File: config.mk
export PLATFORM = sky130hd
export DESIGN_NAME = lsu_inst_decode
export DESIGN_NICKNAME = d
export VERILOG_FILES = /design/src/hdl/lsu_pkg.sv /design/src/hdl/lsu_inst_decode.sv
export SDC_FILE = /design/constraint.sdc
export NUM_CORES = 1
export LEC_CHECK = 0
export BUFFER_PORTS_ARGS = -buffer_cell sky130_fd_sc_hd__buf_4
export CORE_ASPECT_RATIO = 0.9
export CORE_MARGIN = 1.5
export CORE_UTILIZATION = 30
export DETAILED_ROUTE_END_ITERATION = 10
export MAX_ROUTING_LAYER = met4
export PLACE_DENSITY = 0.91
export SLEW_MARGIN = 25
export SYNTH_ARGS = -nofsm -noshare
export SYNTH_HDL_FRONTEND = slang
export SYNTH_SLANG_ARGS = --single-unit
export TNS_END_PERCENT = 20
File: constraint.sdc
create_clock -name vclk -period 2.25
set_input_delay 0.225 -clock vclk [all_inputs]
set_output_delay 0.225 -clock vclk [all_outputs]
set_load 0.03 [all_outputs]
File: src/hdl/lsu_pkg.sv
`default_nettype none

package lsu_pkg;

  localparam int XLEN_W     = 64;
  localparam int VADDR_W    = 32;
  localparam int PADDR_W    = 16;
  localparam int PAGE_OFS_W = 12;

  localparam int VPN_W     = VADDR_W - PAGE_OFS_W;
  localparam int PPN_W     = PADDR_W - PAGE_OFS_W;
  localparam int REG_IDX_W = 5;
  localparam int INST_W    = 32;
  localparam int BE_W      = XLEN_W / 8;

  // Major opcodes handled by this pipe
  localparam logic [6:0] OPC_LOAD  = 7'b0000011;
  localparam logic [6:0] OPC_STORE = 7'b0100011;

  typedef logic [XLEN_W-1:0]    xlen_t;
  typedef logic [VADDR_W-1:0]   vaddr_t;
  typedef logic [PADDR_W-1:0]   paddr_t;
  typedef logic [VPN_W-1:0]     vpn_t;
  typedef logic [PPN_W-1:0]     ppn_t;
  typedef logic [REG_IDX_W-1:0] reg_idx_t;
  typedef logic [INST_W-1:0]    inst_t;
  typedef logic [BE_W-1:0]      byte_en_t;

  // Encoded as funct3[1:0] of the load/store
  typedef enum logic [1:0] {
    SIZE_B  = 2'd0,
    SIZE_H  = 2'd1,
    SIZE_W  = 2'd2,
    SIZE_DW = 2'd3
  } mem_size_t;

endpackage

`default_nettype wire

File: src/hdl/lsu_inst_decode.sv
`default_nettype none

module lsu_inst_decode (
  input  lsu_pkg::inst_t     i_inst,
  output logic               o_is_load,
  output logic               o_is_store,
  output lsu_pkg::mem_size_t o_size,
  output logic               o_unsigned,
  output lsu_pkg::vaddr_t    o_imm,
  output lsu_pkg::reg_idx_t  o_rs1,
  output lsu_pkg::reg_idx_t  o_rs2,
  output lsu_pkg::reg_idx_t  o_rd
);
  import lsu_pkg::*;

  logic [6:0] w_opcode;
  logic [2:0] w_funct3;

  assign w_opcode = i_inst[6:0];
  assign w_funct3 = i_inst[14:12];

  // funct3 111 is not a load, stores have no unsigned forms
  assign o_is_load  = (w_opcode == OPC_LOAD) && (w_funct3 != 3'b111);
  assign o_is_store = (w_opcode == OPC_STORE) && !w_funct3[2];

  assign o_size     = mem_size_t'(w_funct3[1:0]);
  assign o_unsigned = w_funct3[2];

  assign o_imm = o_is_store ?
                 {{(VADDR_W-12){i_inst[31]}}, i_inst[31:25], i_inst[11:7]} : // S-type
                 {{(VADDR_W-12){i_inst[31]}}, i_inst[31:20]};                // I-type

  assign o_rs1 = i_inst[19:15];
  assign o_rs2 = i_inst[24:20];
  assign o_rd  = i_inst[11:7];

endmodule

`default_nettype wire

==> metrics, run 1 <==
hold_buf cts=0; Ports=84; Slew @ Worst Pin=279 ps; Synth cell types=8; first-pass GRT wire length=848 µm; Setup crit start=i_inst[6]; Die Area=0.00177 mm²; max-slew violations=0; critical path type=primary input to primary output; setup TNS=0 ps; row cnt=13; via count=269; core area=0.00143 mm²; MaxCap Viol Count=0; Rel. slew slack=0.813; Synth top area share=0.738; total power=0.102 mW; Syn. warnings=0; layout cells sized above 1=0.941; Worst setup SP type=primary input; Layout Nets=85; Synth area leaders=buf_4 (74%), mux2_2 (12%), nand4b_4 (5.2%); die width=44.2 µm; Initial DRC Count=0; Worst EP arrival=1280 ps; M1 GR Usage=0.0519; Port-buffer cells=40; RD Place Congestion=0.585; vias per cell=4.08; busiest grt layer=met2; post_cts resized=0; # placed instances=66; Fill cells=159; Worst Path Max Fanout=5; drt pass-1 iters=1; # setup viols final=0; RSZ-0062 raised after global routing=no; Final ANT Viol Nets=0; register area=0 µm²; Max Freq=663 MHz; Pleak=0.244 nW; GR Util met3=0.0225; flip-flop and latch count=0; Detail Placement HPWL=743 µm; largest net degree at the start of global routing=22; Pwr per Cell Area=231 mW/mm²; worst hold path type=primary input to primary output; Seq/Total Area, Yosys=0; GRT Util Overall=0.0633; non-filler instance count after layout=66; WL per Instance=12.6 µm; Worst Setup End Kind=primary output; Die Ht=40.1 µm; Synth Instances=56; Initial Util=0.320; synthesized area=458 µm²; vias in the first global route=199; met2 Usage GRT=0.140; Peak VDD IR=0.0860 mV; worst hold path startpoint=i_inst[25]; synth-to-layout area growth=-4.10%; global route overflow=0; Crit path required time=2030 ps; antenna violations before repair=0; Total Wirelength=829 µm; Final period util=0.671; outcome=complete, no violations; Fin. Hold Viols=0; Clock buffer cells=0; Setup Fix Bufs, Post-CTS=0; cell taking the most area after synthesis=buf_4; # DRC=0; Synth Net Count=88; min Tclk post-route=1510 ps; synthesized area per cell=8.18 µm²; Inserted Diodes=0
[power breakdown]
part           leakage (nW)  switching [mW]  internal (mW)
combinational         0.244          0.0532         0.0485
sequential                0               0              0
clock                     0               0              0
total                 0.244          0.0532         0.0485
[per-layer routing]
metal,up-vias,routed length [µm]
li1,129,-
met1,115,213
met2,25,472
met3,0,143
met4,0,0
met5,-,0
[synth_stat cells]
master and n:
a311oi_1 1, buf_4 45, nand4b_4 1, nor2_1 1
and4b_2 1, mux2_2 5, and4bb_2 1, nand2_1 1
[path summary, 6_finish.rpt]
path | end | cells after the start
worst max-delay path | o_imm[4] | 5
worst min-delay path | o_imm[5] | 0
[layout make-up]
cell class | count | area [µm²] | share of cell area
repair buffers | 40 | 300 | 0.684
well taps | 15 | 18.8 | 0.0427
multi-input cells | 11 | 120 | 0.274
[kinds of logic after synthesis]
group	count (synthesis)	share of synthesized area
buf+inv	45	0.738
simple gates	5	0.120
compound gates	1	0.0191
mux	5	0.123
[metrics by stage]
stage          worst slack (ps)  hold WS [ps]  utilization  area (µm²)
2_1_floorplan               594           562            -         458
3_3_place_gp                754           450        0.307         439
3_5_place_dp                729           450        0.307         439
4_1_cts                     726           450        0.307         439
5_1_grt                     699           450        0.307         439
6_report                    741           450        0.307         439
[placed cells by master, fill, tap and decap left out, drive strengths merged]
master and n:
a311oi 1, nand4b 1, nor2 1, buf 40
and4bb 1, mux2 5, nand2 1, and4b 1
[worst max-delay path, cell delays in order]
cell and delay [ps]:
buf_4 100, and4bb_2 340, nand4b_4 150, mux2_2 300, buf_4 170
Note: power is estimated with default switching activity, not from simulation.
==> run 2, diff against run 1 <==
Settings changed: CORE_UTILIZATION 30 to 28, PLACE_DENSITY 0.91 to 0.85.
Clock period 2.25 ns to 1.4 ns, I/O delays scaled along.
==> run 2 against run 1 <==
Net effect: design area grew 6.8%; die area grew 6.6%; worst hold slack lost 170 ps; global-route usage grew 1.0 points; wire length grew 10%; power grew 66%; final cell count grew 11%; count of clock-buffer cells in the layout is the same; sequential share of layout area is the same; sequential cell count is the same; non-clock buffer count is the same.
==> metrics, run 2 (synthesized netlist as in run 1, its figures left out) <==
outcome=complete, no violations; M1 GR Usage=0.0734; Final period util=0.965; Worst Path Max Fanout=5; total power=0.169 mW; antenna violations before repair=0; Slowest cell on crit path=and4bb_2; WHS=280 ps; Slew @ Worst Pin=291 ps; worst hold path startpoint=i_inst[25]; RD Place Congestion=0.592; die width=45.6 µm; Layout Nets=85; RSZ-0062 raised after global routing=no; Peak VDD IR=0.0785 mV; Crit path required time=1260 ps; Pleak=0.267 nW; MaxCap Viol Count=0; row cnt=13; GRT Util Overall=0.0735; # setup viols final=0; CP Cell Sequence=buf_6 > and4bb_2 > nand4b_4 > mux2_4 > buf_6; drt pass-1 iters=1; vias in the first global route=238; Max stage delay on crit path=340 ps; Pwr per Cell Area=360 mW/mm²; Util after Layout=0.317; final setup margin=48.5 ps; Worst Setup End Kind=primary output; # DRC=0; Inserted Diodes=0; crit-path leading delay family=simple AND/OR/NAND/NOR gates; Fill cells=153; Setup Fix Bufs, Post-CTS=0; CP dominant cell by count=buf_6; Max Freq=740 MHz; Die Area=0.00189 mm²; Fin. Hold Viols=0; min Tclk post-route=1350 ps; Initial Util=0.309; met2 Usage GRT=0.158; non-filler instance count after layout=73; Hold Path Stages=0; Detail Placement HPWL=840 µm; final std cell area, no fill=469 µm²; WL per Instance=12.5 µm; worst hold path type=primary input to primary output; setup TNS=0 ps; commonest non-fill, non-tap cell in the layout=buf_4; Clock buffer cells=0; largest net degree at the start of global routing=22; layout cells sized above 1=0.961; Final ANT Viol Nets=0; WHS Endpoint=o_imm[5]; critical path type=primary input to primary output; core area=0.00148 mm²; flip-flop and latch count=0; Initial DRC Count=0; Setup crit start=i_inst[4]; crit path buf inv count=2; critical path depth=5; Port-buffer cells=40; most frequent cells in the layout=buf_4 (37), mux2_2 (4), buf_6 (3); Rel. slew slack=0.806; vias per cell=3.86; Ports=84; register area=0 µm²; busiest grt layer=met2; global route overflow=0; max-slew violations=0; GR Util met3=0.0129; via count=282; pre-CTS setup slack=36.4 ps; # placed instances=73; Die Ht=41.4 µm; first-pass GRT wire length=1020 µm; Worst EP arrival=1210 ps; Worst setup SP type=primary input; synth-to-layout area growth=2.46%; Total Wirelength=916 µm; DP Area=454 µm²
## run 2: cell counts in the layout (fill, tap and decap cells not counted)
No cell type changed its count.
## run 2: layout make-up
type / count / area (µm²) / area share
multi-input combinational: 11 / 130 / 0.277
tap: 22 / 27.5 / 0.0587
timing repair buffer: 40 / 312 / 0.664
## run 2: metal layers
| layer | up-vias | part of all wire |
|---|---|---|
| li1 | 128 | - |
| met1 | 119 | 0.29 |
| met2 | 35 | 0.59 |
| met3 | 0 | 0.11 |
| met4 | 0 | 0 |
| met5 | - | 0 |
## run 2: power breakdown
group          leakage (nW)  internal [mW]  switching [mW]
clock                     0              0               0
sequential                0              0               0
combinational         0.267         0.0819          0.0871
## run 2: worst max path at each step
stage                      endpoint  slack, ps
final                      o_imm[1]         50
after detailed placement   o_imm[1]         40
after CTS                  o_imm[1]         40
after global routing       o_imm[1]          5
after global placement     o_imm[4]         80
after floorplan           o_is_load        180
## run 2: timing repair
action,4_1_cts,5_1_grt
resized for setup,0,4
setup endpoints to repair,0,1
hold buffers,0,0
==> run 3, diff against run 2 <==
Clock period 1.4 ns to 1.5 ns, I/O delays scaled along.
==> run 3 against run 2 <==
Net effect: die area unchanged; sequential cell count unchanged; critical path type unchanged; core utilization decreased by 1.0 points; worst hold slack gained 20 ps; wire length down 1.2%; combinational power decreased by 9%.
==> metrics, run 3 (synthesized netlist as in run 1, its figures left out) <==
Sw Share=0.525; largest net degree at the start of global routing=22; row cnt=13; Die Area=0.00189 mm²; layout cells sized above 1=0.961; # setup viols final=0; synth-to-layout area growth=-0.820%; Pwr per Cell Area=338 mW/mm²; vias per cell=3.88; Initial Util=0.309; via count=283; antenna violations before repair=0; Ports=84; # DRC=0; vias in the first global route=238; drt pass-1 iters=1; Worst setup SP type=primary input; Rel. slew slack=0.808; Util after Layout=0.307; sw power=0.0808 mW; Slew @ Worst Pin=287 ps; core area=0.00148 mm²; Fin. Hold Viols=0; min Tclk post-route=1370 ps; WL per Instance=12.4 µm; Detail Placement HPWL=840 µm; Pleak=0.245 nW; Worst EP arrival=1220 ps; Total Wirelength=905 µm; combinational share of power=1.000; Seq pwr share=0; Internal Power=0.0730 mW; Die Ht=41.4 µm; Clock buffer cells=0; Worst Setup EP=o_imm[1]; global route overflow=0; Crit path required time=1350 ps; commonest non-fill, non-tap cell in the layout=buf_4; Setup crit start=i_inst[6]; critical path type=primary input to primary output; Final period util=0.912; die width=45.6 µm; Final ANT Viol Nets=0; RD Place Congestion=0.592; post_cts resized=0; Worst Path Max Fanout=5; Setup Fix Bufs, Post-CTS=0; worst hold path type=primary input to primary output; Layout Nets=85; Inserted Diodes=0; Fill cells=157; MaxCap Viol Count=0; Clock Power Share=0; Max Freq=731 MHz; RSZ-0062 raised after global routing=no; flip-flop and latch count=0; hold_buf cts=0; Peak VDD IR=0.0732 mV; GRT Util Overall=0.0735; setup TNS=0 ps; first-pass GRT wire length=1020 µm; register area=0 µm²; Initial DRC Count=0; outcome=complete, no violations; Port-buffer cells=40; Worst Setup End Kind=primary output; final setup margin=132 ps; most frequent cells in the layout=buf_4 (40), mux2_2 (5); pre-CTS setup slack=116 ps; max-slew violations=0
## run 3: routing by layer
metal | global-route usage | vias up | routed length [µm]
met5 | - | - | 0
met4 | 0 | 0 | 0
met3 | 0.0129 | 0 | 105
met2 | 0.158 | 35 | 543
met1 | 0.0734 | 120 | 257
li1 | - | 128 | -
## run 3: stage by stage
stage / power [mW] / cells / cell area [µm²] / hold slack (ps)
global placement: 0.154 / 73 / 454 / 300
detailed placement: 0.155 / 73 / 454 / 300
CTS: 0.155 / 73 / 454 / 300
global route: 0.162 / 73 / 454 / 300
finish: 0.154 / 73 / 454 / 300
floorplan: 0.254 / 56 / 464 / 365
## run 3: power groups by stage
| stage | logic, mW | registers (mW) | clock network, mW |
|---|---|---|---|
| 2_1_floorplan | 0.254 | 0 | 0 |
| 3_3_place_gp | 0.154 | 0 | 0 |
| 3_5_place_dp | 0.155 | 0 | 0 |
| 4_1_cts | 0.155 | 0 | 0 |
| 5_1_grt | 0.162 | 0 | 0 |
| 6_report | 0.154 | 0 | 0 |
## run 3: how the worst min path moves through the flow
stage	startpoint	end	slack [ps]	depth (start not counted)
floorplan	i_inst[5]	o_is_load	370	1
global placement	i_inst[28]	o_imm[8]	300	0
detailed placement	i_inst[28]	o_imm[8]	300	0
CTS	i_inst[28]	o_imm[8]	300	0
global route	i_inst[25]	o_imm[5]	300	0
finish	i_inst[25]	o_imm[5]	300	0
## run 3: layout make-up
type                            instances  area, µm²  area share
Timing Repair Buffer                   40        300       0.661
Multi-Input combinational cell         11        126       0.278
Tap cell                               22       27.5      0.0606
## run 3: worst max-delay path, stage by stage
cell and delay [ps]:
buf_4 110, and4bb_2 330, nand4b_4 150, mux2_2 310, buf_4 170
