### config.mk
export PLATFORM = sky130hd
export DESIGN_NAME = lsu_tlb
export DESIGN_NICKNAME = d
export VERILOG_FILES = /design/src/hdl/lsu_pkg.sv /design/src/hdl/lsu_tlb.sv
export SDC_FILE = /design/constraint.sdc
export NUM_CORES = 1
export LEC_CHECK = 0
export ABC_CLOCK_PERIOD_IN_PS = 4000
export BUFFER_PORTS_ARGS = -buffer_cell sky130_fd_sc_hd__buf_4
export CAP_MARGIN = 15
export CORE_MARGIN = 1.5
export CORE_UTILIZATION = 55
export DETAILED_ROUTE_END_ITERATION = 7
export PLACE_DENSITY = 0.84
export SYNTH_ARGS = -nofsm -noshare
export SYNTH_HDL_FRONTEND = slang
export SYNTH_SLANG_ARGS = --single-unit
### constraint.sdc
create_clock -name i_clk -period 4 [get_ports i_clk]
set_clock_uncertainty 0.15 [all_clocks]
set_input_delay 0.4 -clock i_clk [delete_from_list [all_inputs] [get_ports i_clk]]
set_output_delay 0.4 -clock i_clk [all_outputs]
set_load 0.01 [all_outputs]
### src/hdl/lsu_pkg.sv
`default_nettype none

package lsu_pkg;

  localparam int XLEN_W     = 64;
  localparam int VADDR_W    = 32;
  localparam int PADDR_W    = 16;
  localparam int PAGE_OFS_W = 12;

  localparam int VPN_W     = VADDR_W - PAGE_OFS_W;
  localparam int PPN_W     = PADDR_W - PAGE_OFS_W;
  localparam int REG_IDX_W = 5;
  localparam int INST_W    = 32;
  localparam int BE_W      = XLEN_W / 8;

  // Major opcodes handled by this pipe
  localparam logic [6:0] OPC_LOAD  = 7'b0000011;
  localparam logic [6:0] OPC_STORE = 7'b0100011;

  typedef logic [XLEN_W-1:0]    xlen_t;
  typedef logic [VADDR_W-1:0]   vaddr_t;
  typedef logic [PADDR_W-1:0]   paddr_t;
  typedef logic [VPN_W-1:0]     vpn_t;
  typedef logic [PPN_W-1:0]     ppn_t;
  typedef logic [REG_IDX_W-1:0] reg_idx_t;
  typedef logic [INST_W-1:0]    inst_t;
  typedef logic [BE_W-1:0]      byte_en_t;

  // Encoded as funct3[1:0] of the load/store
  typedef enum logic [1:0] {
    SIZE_B  = 2'd0,
    SIZE_H  = 2'd1,
    SIZE_W  = 2'd2,
    SIZE_DW = 2'd3
  } mem_size_t;

endpackage

`default_nettype wire

### src/hdl/lsu_tlb.sv
`default_nettype none

module lsu_tlb #(
  parameter int TLB_ENTRIES = 4
) (
  input  logic          i_clk,
  input  logic          i_reset_n,
  input  lsu_pkg::vpn_t i_lookup_vpn,
  output logic          o_hit,
  output lsu_pkg::ppn_t o_ppn,
  input  logic          i_fill_valid,
  input  lsu_pkg::vpn_t i_fill_vpn,
  input  lsu_pkg::ppn_t i_fill_ppn
);
  import lsu_pkg::*;

  localparam int PTR_W = (TLB_ENTRIES > 1) ? $clog2(TLB_ENTRIES) : 1;

  logic [TLB_ENTRIES-1:0] r_valid;
  vpn_t                   r_vpn [TLB_ENTRIES];
  ppn_t                   r_ppn [TLB_ENTRIES];
  logic [PTR_W-1:0]       r_rr_ptr;

  logic [TLB_ENTRIES-1:0] w_lookup_match;
  logic [TLB_ENTRIES-1:0] w_fill_match;
  logic [PTR_W-1:0]       w_fill_idx;

  always_comb begin
    o_ppn = '0;
    for (int i = 0; i < TLB_ENTRIES; i++) begin
      w_lookup_match[i] = r_valid[i] && (r_vpn[i] == i_lookup_vpn);
      if (w_lookup_match[i]) o_ppn = o_ppn | r_ppn[i];
    end
  end

  assign o_hit = |w_lookup_match;

  // Refill of a page already held reuses its slot
  always_comb begin
    w_fill_idx = r_rr_ptr;
    for (int i = 0; i < TLB_ENTRIES; i++) begin
      w_fill_match[i] = r_valid[i] && (r_vpn[i] == i_fill_vpn);
      if (w_fill_match[i]) w_fill_idx = PTR_W'(i);
    end
  end

  always_ff @(posedge i_clk, negedge i_reset_n) begin
    if (!i_reset_n) begin
      r_valid  <= '0;
      r_rr_ptr <= '0;
    end else if (i_fill_valid) begin
      r_valid[w_fill_idx] <= 1'b1;
      if (w_fill_match == '0) begin // Pointer moves only on allocation
        r_rr_ptr <= (r_rr_ptr == PTR_W'(TLB_ENTRIES-1)) ? '0 : r_rr_ptr + 1'b1;
      end
    end
  end

  always_ff @(posedge i_clk) begin
    if (i_fill_valid) begin
      r_vpn[w_fill_idx] <= i_fill_vpn;
      r_ppn[w_fill_idx] <= i_fill_ppn;
    end
  end

  a_single_match: assert property (@(posedge i_clk) disable iff (!i_reset_n)
    $onehot0(w_lookup_match));

endmodule

`default_nettype wire

==> metrics, run 1 <==
outcome completed; VDD IR max 281 uV; count of different cell masters after synthesis 33; Worst setup EP type output port; worst path required time 3.45 ns; Reg2Reg Launch Point r_vpn[0][5]; synthesized net count 417; Placed Cells incl. Taps 527; Ports 52; first-pass GRT wire length 18600 um; area occupied by multi-input gates 2050 um^2; initial antenna violation count 0; Clock Pin Slew Worst Setup and Hold Paths 0.11 ns; Die Area 9990 um^2; TritonCTS buffer count 9; dpl ws 0.858 ns; Max Clk Rate 297 MHz; register area 3030 um^2; R2R cell count 6; die extent in y 100 um; critical path class flop to output port; placement row count 35; Hold WS 0.0673 ns; met3 WL 770 um; ratio of cells with drive above 1 in the final layout 0.212; vias per inst 5.87; crit path time final 3.37 ns; DR pass1 iterations 5; CTS tree built; hold path endpoint r_ppn[2][3]; MaxCap Viol Count 0; routability congestion estimate 1.03; Final Setup Violations 0; DR vias 3191; cell area after synthesis 5170 um^2; r2r endpoint r_vpn[2][4]; post-CTS setup buffer count 0; layout overhead on the synthesized area 13.7%; DRC Markers 0; Hold WC Path Type input port to flop; H-tree levels 3; total routed wirelength 12300 um; crit-path cells xor2_1 -> nor4_1 -> nand4_1 -> nor4_1 -> a22oi_1 -> nand2_1 -> buf_4; CP max stage cell nor4_1; Synthesis Warnings 0; GRT overflow 0; Worst path most repeated cell nor4_1; RSZ-0062 raised after global routing false; met2 WL 5730 um; Slew @ Worst Pin 0.888 ns; post-synthesis cell count 369; sequential area share after synthesis 0.586; die width 100 um; Post-Layout Cell Count 544; GRT Total Usage 0.264; max_slew headroom 0.403; met1 wire length 5320 um; worst skew pair latency 0.38 ns; Hold Path Depth 1; DRT iter0 DRCs 244; IO Port Bufs 51; Final Core Density 0.639; P_leak 1.99 nW; CTS Sinks 102; Max Buffers Root-to-Sink 2; startpoint types flop; CP arrival 2.82 ns; Final HPWL DP 9320 um; Fillers 697; reg2reg setup slack 0.90 ns; Max Slew Vio Count 0; Top Metal Used met4; pwr dens 478 nW/um^2; synthesis-stage register bit count 102; Hold Vio Cnt, Final 0; Post-layout nets 476; final setup margin 0.631 ns; number of global-route vias before repair 3193; hold_sp i_fill_ppn[3]; Core Box Area 9200 um^2; average size of a mapped cell 14.0 um^2; largest net degree at the start of global routing 25; peak per-stage delay on the critical path 0.77 ns; PostCTS Resize Cnt 0; Initial Util 0.562; WL/cell 22.6 um; crit path max fanout 5; Final period util 0.842; Clk Tree Root Cell clkbuf_8; diode count 0; setup total negative slack 0 ns; Hold-fix buffers, CTS 1; Antenna Nets Post-Route 0
==> stage by stage <==
stage               power (mW)  instance area, um^2
finish                    2.81                 5880
global route              2.93                 5880
CTS                       2.81                 5880
detailed placement        2.18                 5670
global placement          2.17                 5670
floorplan                 1.91                 5170
==> report_power, final <==
part / internal, mW / total [mW] / switching [mW]
clock network: 0.247 / 0.641 / 0.394
registers: 1.39 / 1.52 / 0.128
logic: 0.263 / 0.646 / 0.383
total: 1.90 / 2.81 / 0.905
==> synth_stat cells (all sizes together) <==
cell type	number	share of area
or4	1	0.0015
a211oi	1	0.0015
inv	1	0.00073
nor2	4	0.0029
a21o	2	0.0031
a31o	1	0.0017
nand3	9	0.0087
nand2	10	0.0077
xor2	66	0.11
and4	1	0.0017
nand4	23	0.028
edfxtp	96	0.56
o21bai	2	0.0029
a22oi	8	0.012
mux2	2	0.0044
or2	1	0.0012
xnor2	94	0.17
dfrtp	6	0.029
o2bb2ai	1	0.0017
clkbuf	5	0.0041
and2	2	0.0027
buf	7	0.013
a311oi	1	0.0029
nor3	1	0.00097
nor4	23	0.030
ha	1	0.0024
==> layout make-up <==
cell class | instances | share of cell area
Sequential cell | 102 | 0.516
Multi-Input combinational cell | 254 | 0.349
Timing Repair Buffer | 60 | 0.0771
Tap cell | 111 | 0.0236
Clock buffer | 9 | 0.0211
Clock inverter | 7 | 0.0126
Inverter | 1 | 0.000639
==> layer usage <==
metal  track usage  vias up
met3        0.0418       29
met1         0.376     1580
met5             0        -
li1              -     1460
met4         0.125        0
met2         0.400      122
==> sequential cells by signal, indices dropped and copies added (netlist names) <==
| signal | cells |
|---|---|
| r_vpn | 80 |
| r_rr_ptr | 2 |
| r_valid | 4 |
| r_ppn | 16 |
==> cells in the final DEF, fill, tap and decap left out, types with 2 or more instances in the layout <==
| cell type | n |
|---|---|
| edfxtp_1 | 96 |
| xnor2_1 | 89 |
| xor2_1 | 66 |
| buf_4 | 59 |
| nand4_1 | 23 |
| nor4_1 | 21 |
| nand3_1 | 9 |
| nand2_1 | 9 |
| clkbuf_8 | 9 |
| a22oi_1 | 8 |
| dfrtp_1 | 6 |
| xnor2_2 | 5 |
| nor4_2 | 2 |
| nor2_2 | 2 |
| o21bai_1 | 2 |
| nor2_1 | 2 |
| mux2_2 | 2 |
| inv_6 | 2 |
| inv_8 | 2 |
| clkinv_4 | 2 |
==> worst max path at each step <==
stage              startpoint           end  slack [ns]  depth (start not counted)
6_report         r_vpn[2][14]      o_ppn[3]        0.63                          7
2_1_floorplan  i_fill_vpn[15]   r_ppn[0][0]        0.73                          8
3_5_place_dp    i_fill_vpn[1]  r_vpn[2][13]        0.86                          6
5_1_grt          r_vpn[2][14]      o_ppn[3]        0.46                          7
4_1_cts          r_vpn[2][14]      o_ppn[3]        0.64                          7
3_3_place_gp    i_fill_vpn[1]   r_vpn[2][3]        0.85                          6
==> cell families after synthesis <==
logic type,after synthesis,share of synthesized area
xor gates and xnor gates,160,0.278
DFF,102,0.586
and+or+nand+nor,75,0.0854
AOI/OAI and AO/OA,16,0.0254
buffers and inverters,13,0.0177
muxes,2,0.00435
adders and majority gates,1,0.00242
==> critical path: cells and delay by family, from the launching register on <==
family | cells | cell delay, ns
AOI/OAI and AO/OA | 1 | 0.15
buffers and inverters | 1 | 0.12
DFF | 1 | 0.44
xor gates and xnor gates | 1 | 0.16
and+or+nand+nor | 4 | 1.56
Power figures use the tool's default switching activity.
==> inputs of run 2 (changes only) <==
--- a/config.mk
+++ b/config.mk
@@ -5,7 +5,7 @@
 export SDC_FILE = /design/constraint.sdc
 export NUM_CORES = 1
 export LEC_CHECK = 0
-export ABC_CLOCK_PERIOD_IN_PS = 4000
+export ABC_CLOCK_PERIOD_IN_PS = 3500
 export BUFFER_PORTS_ARGS = -buffer_cell sky130_fd_sc_hd__buf_4
 export CAP_MARGIN = 15
 export CORE_MARGIN = 1.5
==> constraint.sdc (replaced) <==
create_clock -name i_clk -period 3.5 [get_ports i_clk]
set_clock_uncertainty 0.15 [all_clocks]
set_input_delay 0.35 -clock i_clk [delete_from_list [all_inputs] [get_ports i_clk]]
set_output_delay 0.35 -clock i_clk [all_outputs]
set_load 0.01 [all_outputs]
==> run 2 against run 1 <==
Net effect: die area unchanged; hold slack lost 0.045 ns; final cell count up 0.37%; global-route usage is 0.53 points lower; utilization up 0.33 points; cell area increased by 0.51%; critical endpoint is now o_ppn[1].
==> metrics, run 2 (synthesized netlist as in run 1, its figures left out) <==
outcome completed (unchanged); Clock Pin Slew Worst Setup and Hold Paths 0.10 ns (was 0.11 ns); Max Clk Rate 331 MHz; layout overhead on the synthesized area 14.3% (was 13.7%); Final period util 0.863; Clk Tree Root Cell clkbuf_8 (unchanged); pwr dens 553 nW/um^2 (was 478 nW/um^2); number of global-route vias before repair 3230 (was 3193); post-CTS setup buffer count 0 (unchanged); Max Slew Vio Count 0 (unchanged); Final HPWL DP 9140 um (was 9320 um); Core Box Area 9200 um^2 (unchanged); DRC Markers 0 (unchanged); peak per-stage delay on the critical path 0.50 ns (was 0.77 ns); Ports 52 (unchanged); WL/cell 22.3 um (was 22.6 um); diode count 0 (unchanged); total routed wirelength 12200 um (was 12300 um); RSZ-0062 raised after global routing false (unchanged); TritonCTS buffer count 9 (unchanged); MaxCap Viol Count 0 (unchanged); final setup margin 0.481 ns (was 0.631 ns); Placed Cells incl. Taps 529 (was 527); Post-Layout Cell Count 546 (was 544); dpl ws 0.598 ns (was 0.858 ns); register area 3030 um^2 (unchanged); max reg flops 80 (unchanged); PostCTS Resize Cnt 0 (unchanged); H-tree levels 3 (unchanged); Slew @ Worst Pin 0.573 ns (was 0.888 ns); startpoint types flop (unchanged); worst skew pair latency 0.38 ns (about the same); setup total negative slack 0 ns (unchanged); DR pass1 iterations 5 (unchanged); ratio of cells with drive above 1 in the final layout 0.216 (was 0.212); Clk pwr share 0.241 (was 0.228); Hold-fix buffers, CTS 1 (unchanged); first-pass GRT wire length 18400 um (was 18600 um); max_slew headroom 0.615 (was 0.403); Switch Pwr 1.02 mW (was 0.905 mW); critical path class flop to output port (unchanged); Fillers 696 (was 697); Largest Register r_vpn (unchanged); Comb power frac 0.225 (was 0.230); GRT Total Usage 0.258 (was 0.264); initial antenna violation count 0 (unchanged); Max Buffers Root-to-Sink 2 (unchanged); DR vias 3223 (was 3191); Hold WC Path Type input port to flop (unchanged); worst path required time 3.00 ns (was 3.45 ns); CP arrival 2.52 ns (was 2.82 ns); Largest regs r_vpn: 80 flops, r_ppn: 16 flops, r_valid: 4 flops (unchanged); Die Area 9990 um^2 (unchanged); commonest non-fill, non-tap cell in the layout edfxtp_1 (unchanged); crit path buf inv count 2 (was 1); area occupied by multi-input gates 2050 um^2 (unchanged); Hold Vio Cnt, Final 0 (unchanged); die extent in y 100 um (unchanged); vias per inst 5.90 (was 5.87); placement row count 35 (unchanged); Sequential Power Share 0.533 (was 0.542); VDD IR max 313 uV (was 281 uV); crit path max fanout 5 (unchanged); largest net degree at the start of global routing 25 (unchanged); Final Setup Violations 0 (unchanged); Int Pwr 2.24 mW (was 1.90 mW); commonest cells after routing, fill and taps aside edfxtp_1, xnor2_1, xor2_1 (unchanged); Switching Fraction 0.313 (was 0.322); P_leak 2.01 nW (was 1.99 nW); crit-path cells xor2_1 -> nor4_1 -> nand4_1 -> nor4_1 -> buf_4 -> a22oi_1 -> nand2_1 -> buf_4 (was xor2_1 -> nor4_1 -> nand4_1 -> nor4_1 -> a22oi_1 -> nand2_1 -> buf_4); Post-layout nets 478 (was 476); CTS Sinks 102 (unchanged); Worst setup EP type output port (unchanged); die width 100 um (unchanged); CP max stage cell nor4_1 (unchanged); CTS tree built (unchanged); routability congestion estimate 1.04 (was 1.03); crit path time final 3.02 ns; Crit path max-delay family simple AND/OR/NAND/NOR gates (unchanged); Antenna Nets Post-Route 0 (unchanged); IO Port Bufs 51 (unchanged); DRT iter0 DRCs 345 (was 244); GRT overflow 0 (unchanged); Initial Util 0.562 (unchanged)
## run 2: layout make-up
type,count,share of cell area
inverter,1,0.000635
tap,111,0.0235
clock inverter,7,0.0150
sequential,102,0.513
timing repair buffer,62,0.0792
clock buffer,9,0.0210
multi-input combinational,254,0.347
## run 2: final timing paths
| kind | start | end | slack (ns) | cells after the start |
|---|---|---|---|---|
| max in group asynchronous | i_reset_n | r_valid[0] | 2.92 | 2 |
| setup reg to reg | r_vpn[0][13] | r_vpn[2][4] | 0.58 | 7 |
| setup / recovery | r_vpn[3][12] | o_ppn[1] | 0.48 | 8 |
| hold / removal | i_fill_ppn[0] | r_ppn[2][0] | 0.02 | 1 |
| min in group asynchronous | i_reset_n | r_rr_ptr[0] | 0.17 | 2 |
| hold reg to reg | r_valid[2] | r_valid[2] | 0.39 | 1 |
## run 2: metal layers
layer | GRT usage | up-vias | share of wire
met4 | 0.122 | 0 | 0.039
met3 | 0.0453 | 28 | 0.080
met1 | 0.362 | 1589 | 0.41
met2 | 0.396 | 143 | 0.47
li1 | - | 1463 | -
met5 | 0 | - | 0
## run 2: power groups by stage
stage / combinational (mW) / sequential (mW) / clock (mW)
floorplan: 0.446 / 1.74 / 0
global placement: 0.719 / 1.75 / 0
detailed placement: 0.727 / 1.77 / 0
CTS: 0.732 / 1.74 / 0.793
global route: 0.791 / 1.76 / 0.836
finish: 0.736 / 1.74 / 0.789
## run 2: per-stage QoR
step / instance area (um^2) / total power [mW] / utilization / hold WS (ns)
floorplan: 5170 / 2.18 / - / -0.0956
global placement: 5690 / 2.47 / 0.618 / 0.00881
detailed placement: 5690 / 2.49 / 0.618 / 0.0111
CTS: 5910 / 3.26 / 0.642 / 0.00940
global route: 5910 / 3.39 / 0.642 / 0.00797
finish: 5910 / 3.27 / 0.642 / 0.0222
==> inputs of run 3 (changes only) <==
--- a/config.mk
+++ b/config.mk
@@ -8,10 +8,12 @@
 export ABC_CLOCK_PERIOD_IN_PS = 3500
 export BUFFER_PORTS_ARGS = -buffer_cell sky130_fd_sc_hd__buf_4
 export CAP_MARGIN = 15
+export CELL_PAD_IN_SITES_DETAIL_PLACEMENT = 1
+export CELL_PAD_IN_SITES_GLOBAL_PLACEMENT = 1
 export CORE_MARGIN = 1.5
-export CORE_UTILIZATION = 55
+export CORE_UTILIZATION = 49
 export DETAILED_ROUTE_END_ITERATION = 7
-export PLACE_DENSITY = 0.84
+export PLACE_DENSITY = 0.89
 export SYNTH_ARGS = -nofsm -noshare
 export SYNTH_HDL_FRONTEND = slang
 export SYNTH_SLANG_ARGS = --single-unit
==> run 3 against run 2 <==
Net effect: cell area about the same; die area grew 12%; total power shrank 1.6%; global-route usage rose by 1.1 points; critical endpoint is now r_vpn[2][14].
==> metrics, run 3 (synthesized netlist as in run 1, its figures left out) <==
outcome completed (unchanged); post-CTS setup buffer count 0 (unchanged); DRC Markers 0 (unchanged); Hold Vio Cnt, Final 0 (unchanged); total routed wirelength 14200 um (was 12200 um); crit path max fanout 9 (was 5); Hold-fix buffers, CTS 1 (unchanged); startpoint types flop (unchanged); Largest regs r_vpn: 80 flops, r_ppn: 16 flops, r_valid: 4 flops (unchanged); placement row count 37 (was 35); final setup margin 0.291 ns (was 0.481 ns); MaxCap Viol Count 0 (unchanged); IO Port Bufs 51 (unchanged); Max Buffers Root-to-Sink 2 (unchanged); Initial Util 0.503 (was 0.562); worst skew pair latency 0.39 ns (was 0.38 ns); Max Slew Vio Count 0 (unchanged); Worst setup EP type flop (was output port); dpl ws 0.421 ns (was 0.598 ns); worst path required time 3.43 ns (was 3.00 ns); VDD IR max 315 uV (was 313 uV); Final HPWL DP 10700 um (was 9140 um); final total power 3.22 mW (was 3.27 mW); max reg flops 80 (unchanged); GR peak layer met2 (unchanged); H-tree levels 3 (unchanged); first-pass GRT wire length 21500 um (was 18400 um); Core Box Area 10300 um^2 (was 9200 um^2); Clk Tree Root Cell clkbuf_8 (unchanged); number of global-route vias before repair 3607 (was 3230); CTS Sinks 102 (unchanged); routability congestion estimate 0.928 (was 1.04); die extent in y 106 um (was 100 um); Clock Pin Slew Worst Setup and Hold Paths 0.10 ns (about the same); layout overhead on the synthesized area 14.3% (about the same); initial antenna violation count 0 (unchanged); Fillers 1043 (was 696); CP arrival 3.14 ns (was 2.52 ns); pwr dens 544 nW/um^2 (was 553 nW/um^2); setup total negative slack 0 ns (unchanged); die width 106 um (was 100 um); WL/cell 24.8 um (was 22.3 um); DR vias 3256 (was 3223); M1 GR Usage 0.343 (was 0.362); ratio of cells with drive above 1 in the final layout 0.216 (about the same); Hold WC Path Type input port to flop (unchanged); diode count 0 (unchanged); Slew @ Worst Pin 0.660 ns (was 0.573 ns); commonest non-fill, non-tap cell in the layout edfxtp_1 (unchanged); RSZ-0062 raised after global routing false (unchanged); vias per inst 5.69 (was 5.90); DRT iter0 DRCs 285 (was 345); Max Clk Rate 312 MHz (was 331 MHz); P_leak 2.00 nW (was 2.01 nW); critical path class flop to flop (was flop to output port); largest net degree at the start of global routing 25 (unchanged); Antenna Nets Post-Route 0 (unchanged); met2 GRT Util 0.431 (was 0.396); max_slew headroom 0.556 (was 0.615); Largest Register r_vpn (unchanged); PostCTS Resize Cnt 0 (unchanged); Final Setup Violations 0 (unchanged); Ports 52 (unchanged); CTS tree built (unchanged); DR pass1 iterations 4 (was 5); Final period util 0.917 (was 0.863); GRT Total Usage 0.269 (was 0.258); Post-layout nets 479 (was 478); crit path time final 3.21 ns (was 3.02 ns); commonest cells after routing, fill and taps aside edfxtp_1, xnor2_1, xor2_1 (unchanged); M3 GR Usage 0.0575 (was 0.0453); GRT overflow 0 (unchanged); Die Area 11200 um^2 (was 9990 um^2); TritonCTS buffer count 9 (unchanged)
run 3: worst paths after layout:
check	depth (start not counted)	to	slack [ns]	from
setup reg to reg	6	r_vpn[2][14]	0.29	r_vpn[0][11]
hold / removal	1	r_ppn[2][1]	0.02	i_fill_ppn[1]
hold reg to reg	1	r_valid[3]	0.40	r_valid[3]
max in group asynchronous	2	r_valid[3]	2.95	i_reset_n
setup / recovery	6	r_vpn[2][14]	0.29	r_vpn[0][11]
min in group asynchronous	2	r_rr_ptr[0]	0.14	i_reset_n
run 3: routing by layer:
layer  routed length (um)  share of wire
met4                  720          0.051
met2                 6720           0.47
met3                  863          0.061
met5                    0              0
met1                 5890           0.42
run 3: area by class of cell:
cell class | count | area (um^2) | share of cell area
Timing Repair Buffer | 63 | 478 | 0.0808
Clock buffer | 9 | 124 | 0.0209
Inverter | 1 | 3.75 | 0.000635
Tap cell | 136 | 170 | 0.0288
Multi-Input combinational cell | 254 | 2050 | 0.347
Clock inverter | 7 | 52.6 | 0.00889
Sequential cell | 102 | 3030 | 0.513
run 3: stage by stage:
step                      hold slack, ns  std cells  cell area [um^2]   util
after floorplan                  -0.0956        369              5170      -
after global placement           0.00752        554              5720  0.556
after detailed placement          0.0107        554              5720  0.556
after CTS                        0.00746        571              5900  0.574
after global routing             0.00467        572              5910  0.575
final                             0.0159        572              5910  0.575
run 3: report_power, final:
| part | switching, mW | internal (mW) | leakage, nW | total (mW) |
|---|---|---|---|---|
| Combinational | 0.457 | 0.305 | 0.968 | 0.762 |
| Sequential | 0.156 | 1.59 | 0.941 | 1.75 |
| Clock | 0.439 | 0.267 | 0.0908 | 0.705 |
run 3: critical path, cell delays in order, from the launching register on:
cell and delay [ns]:
edfxtp_1 0.44, xor2_1 0.19, nor4_1 0.61, nand3_1 0.29, a311oi_2 0.55, and2_2 0.43
buf_4 0.25
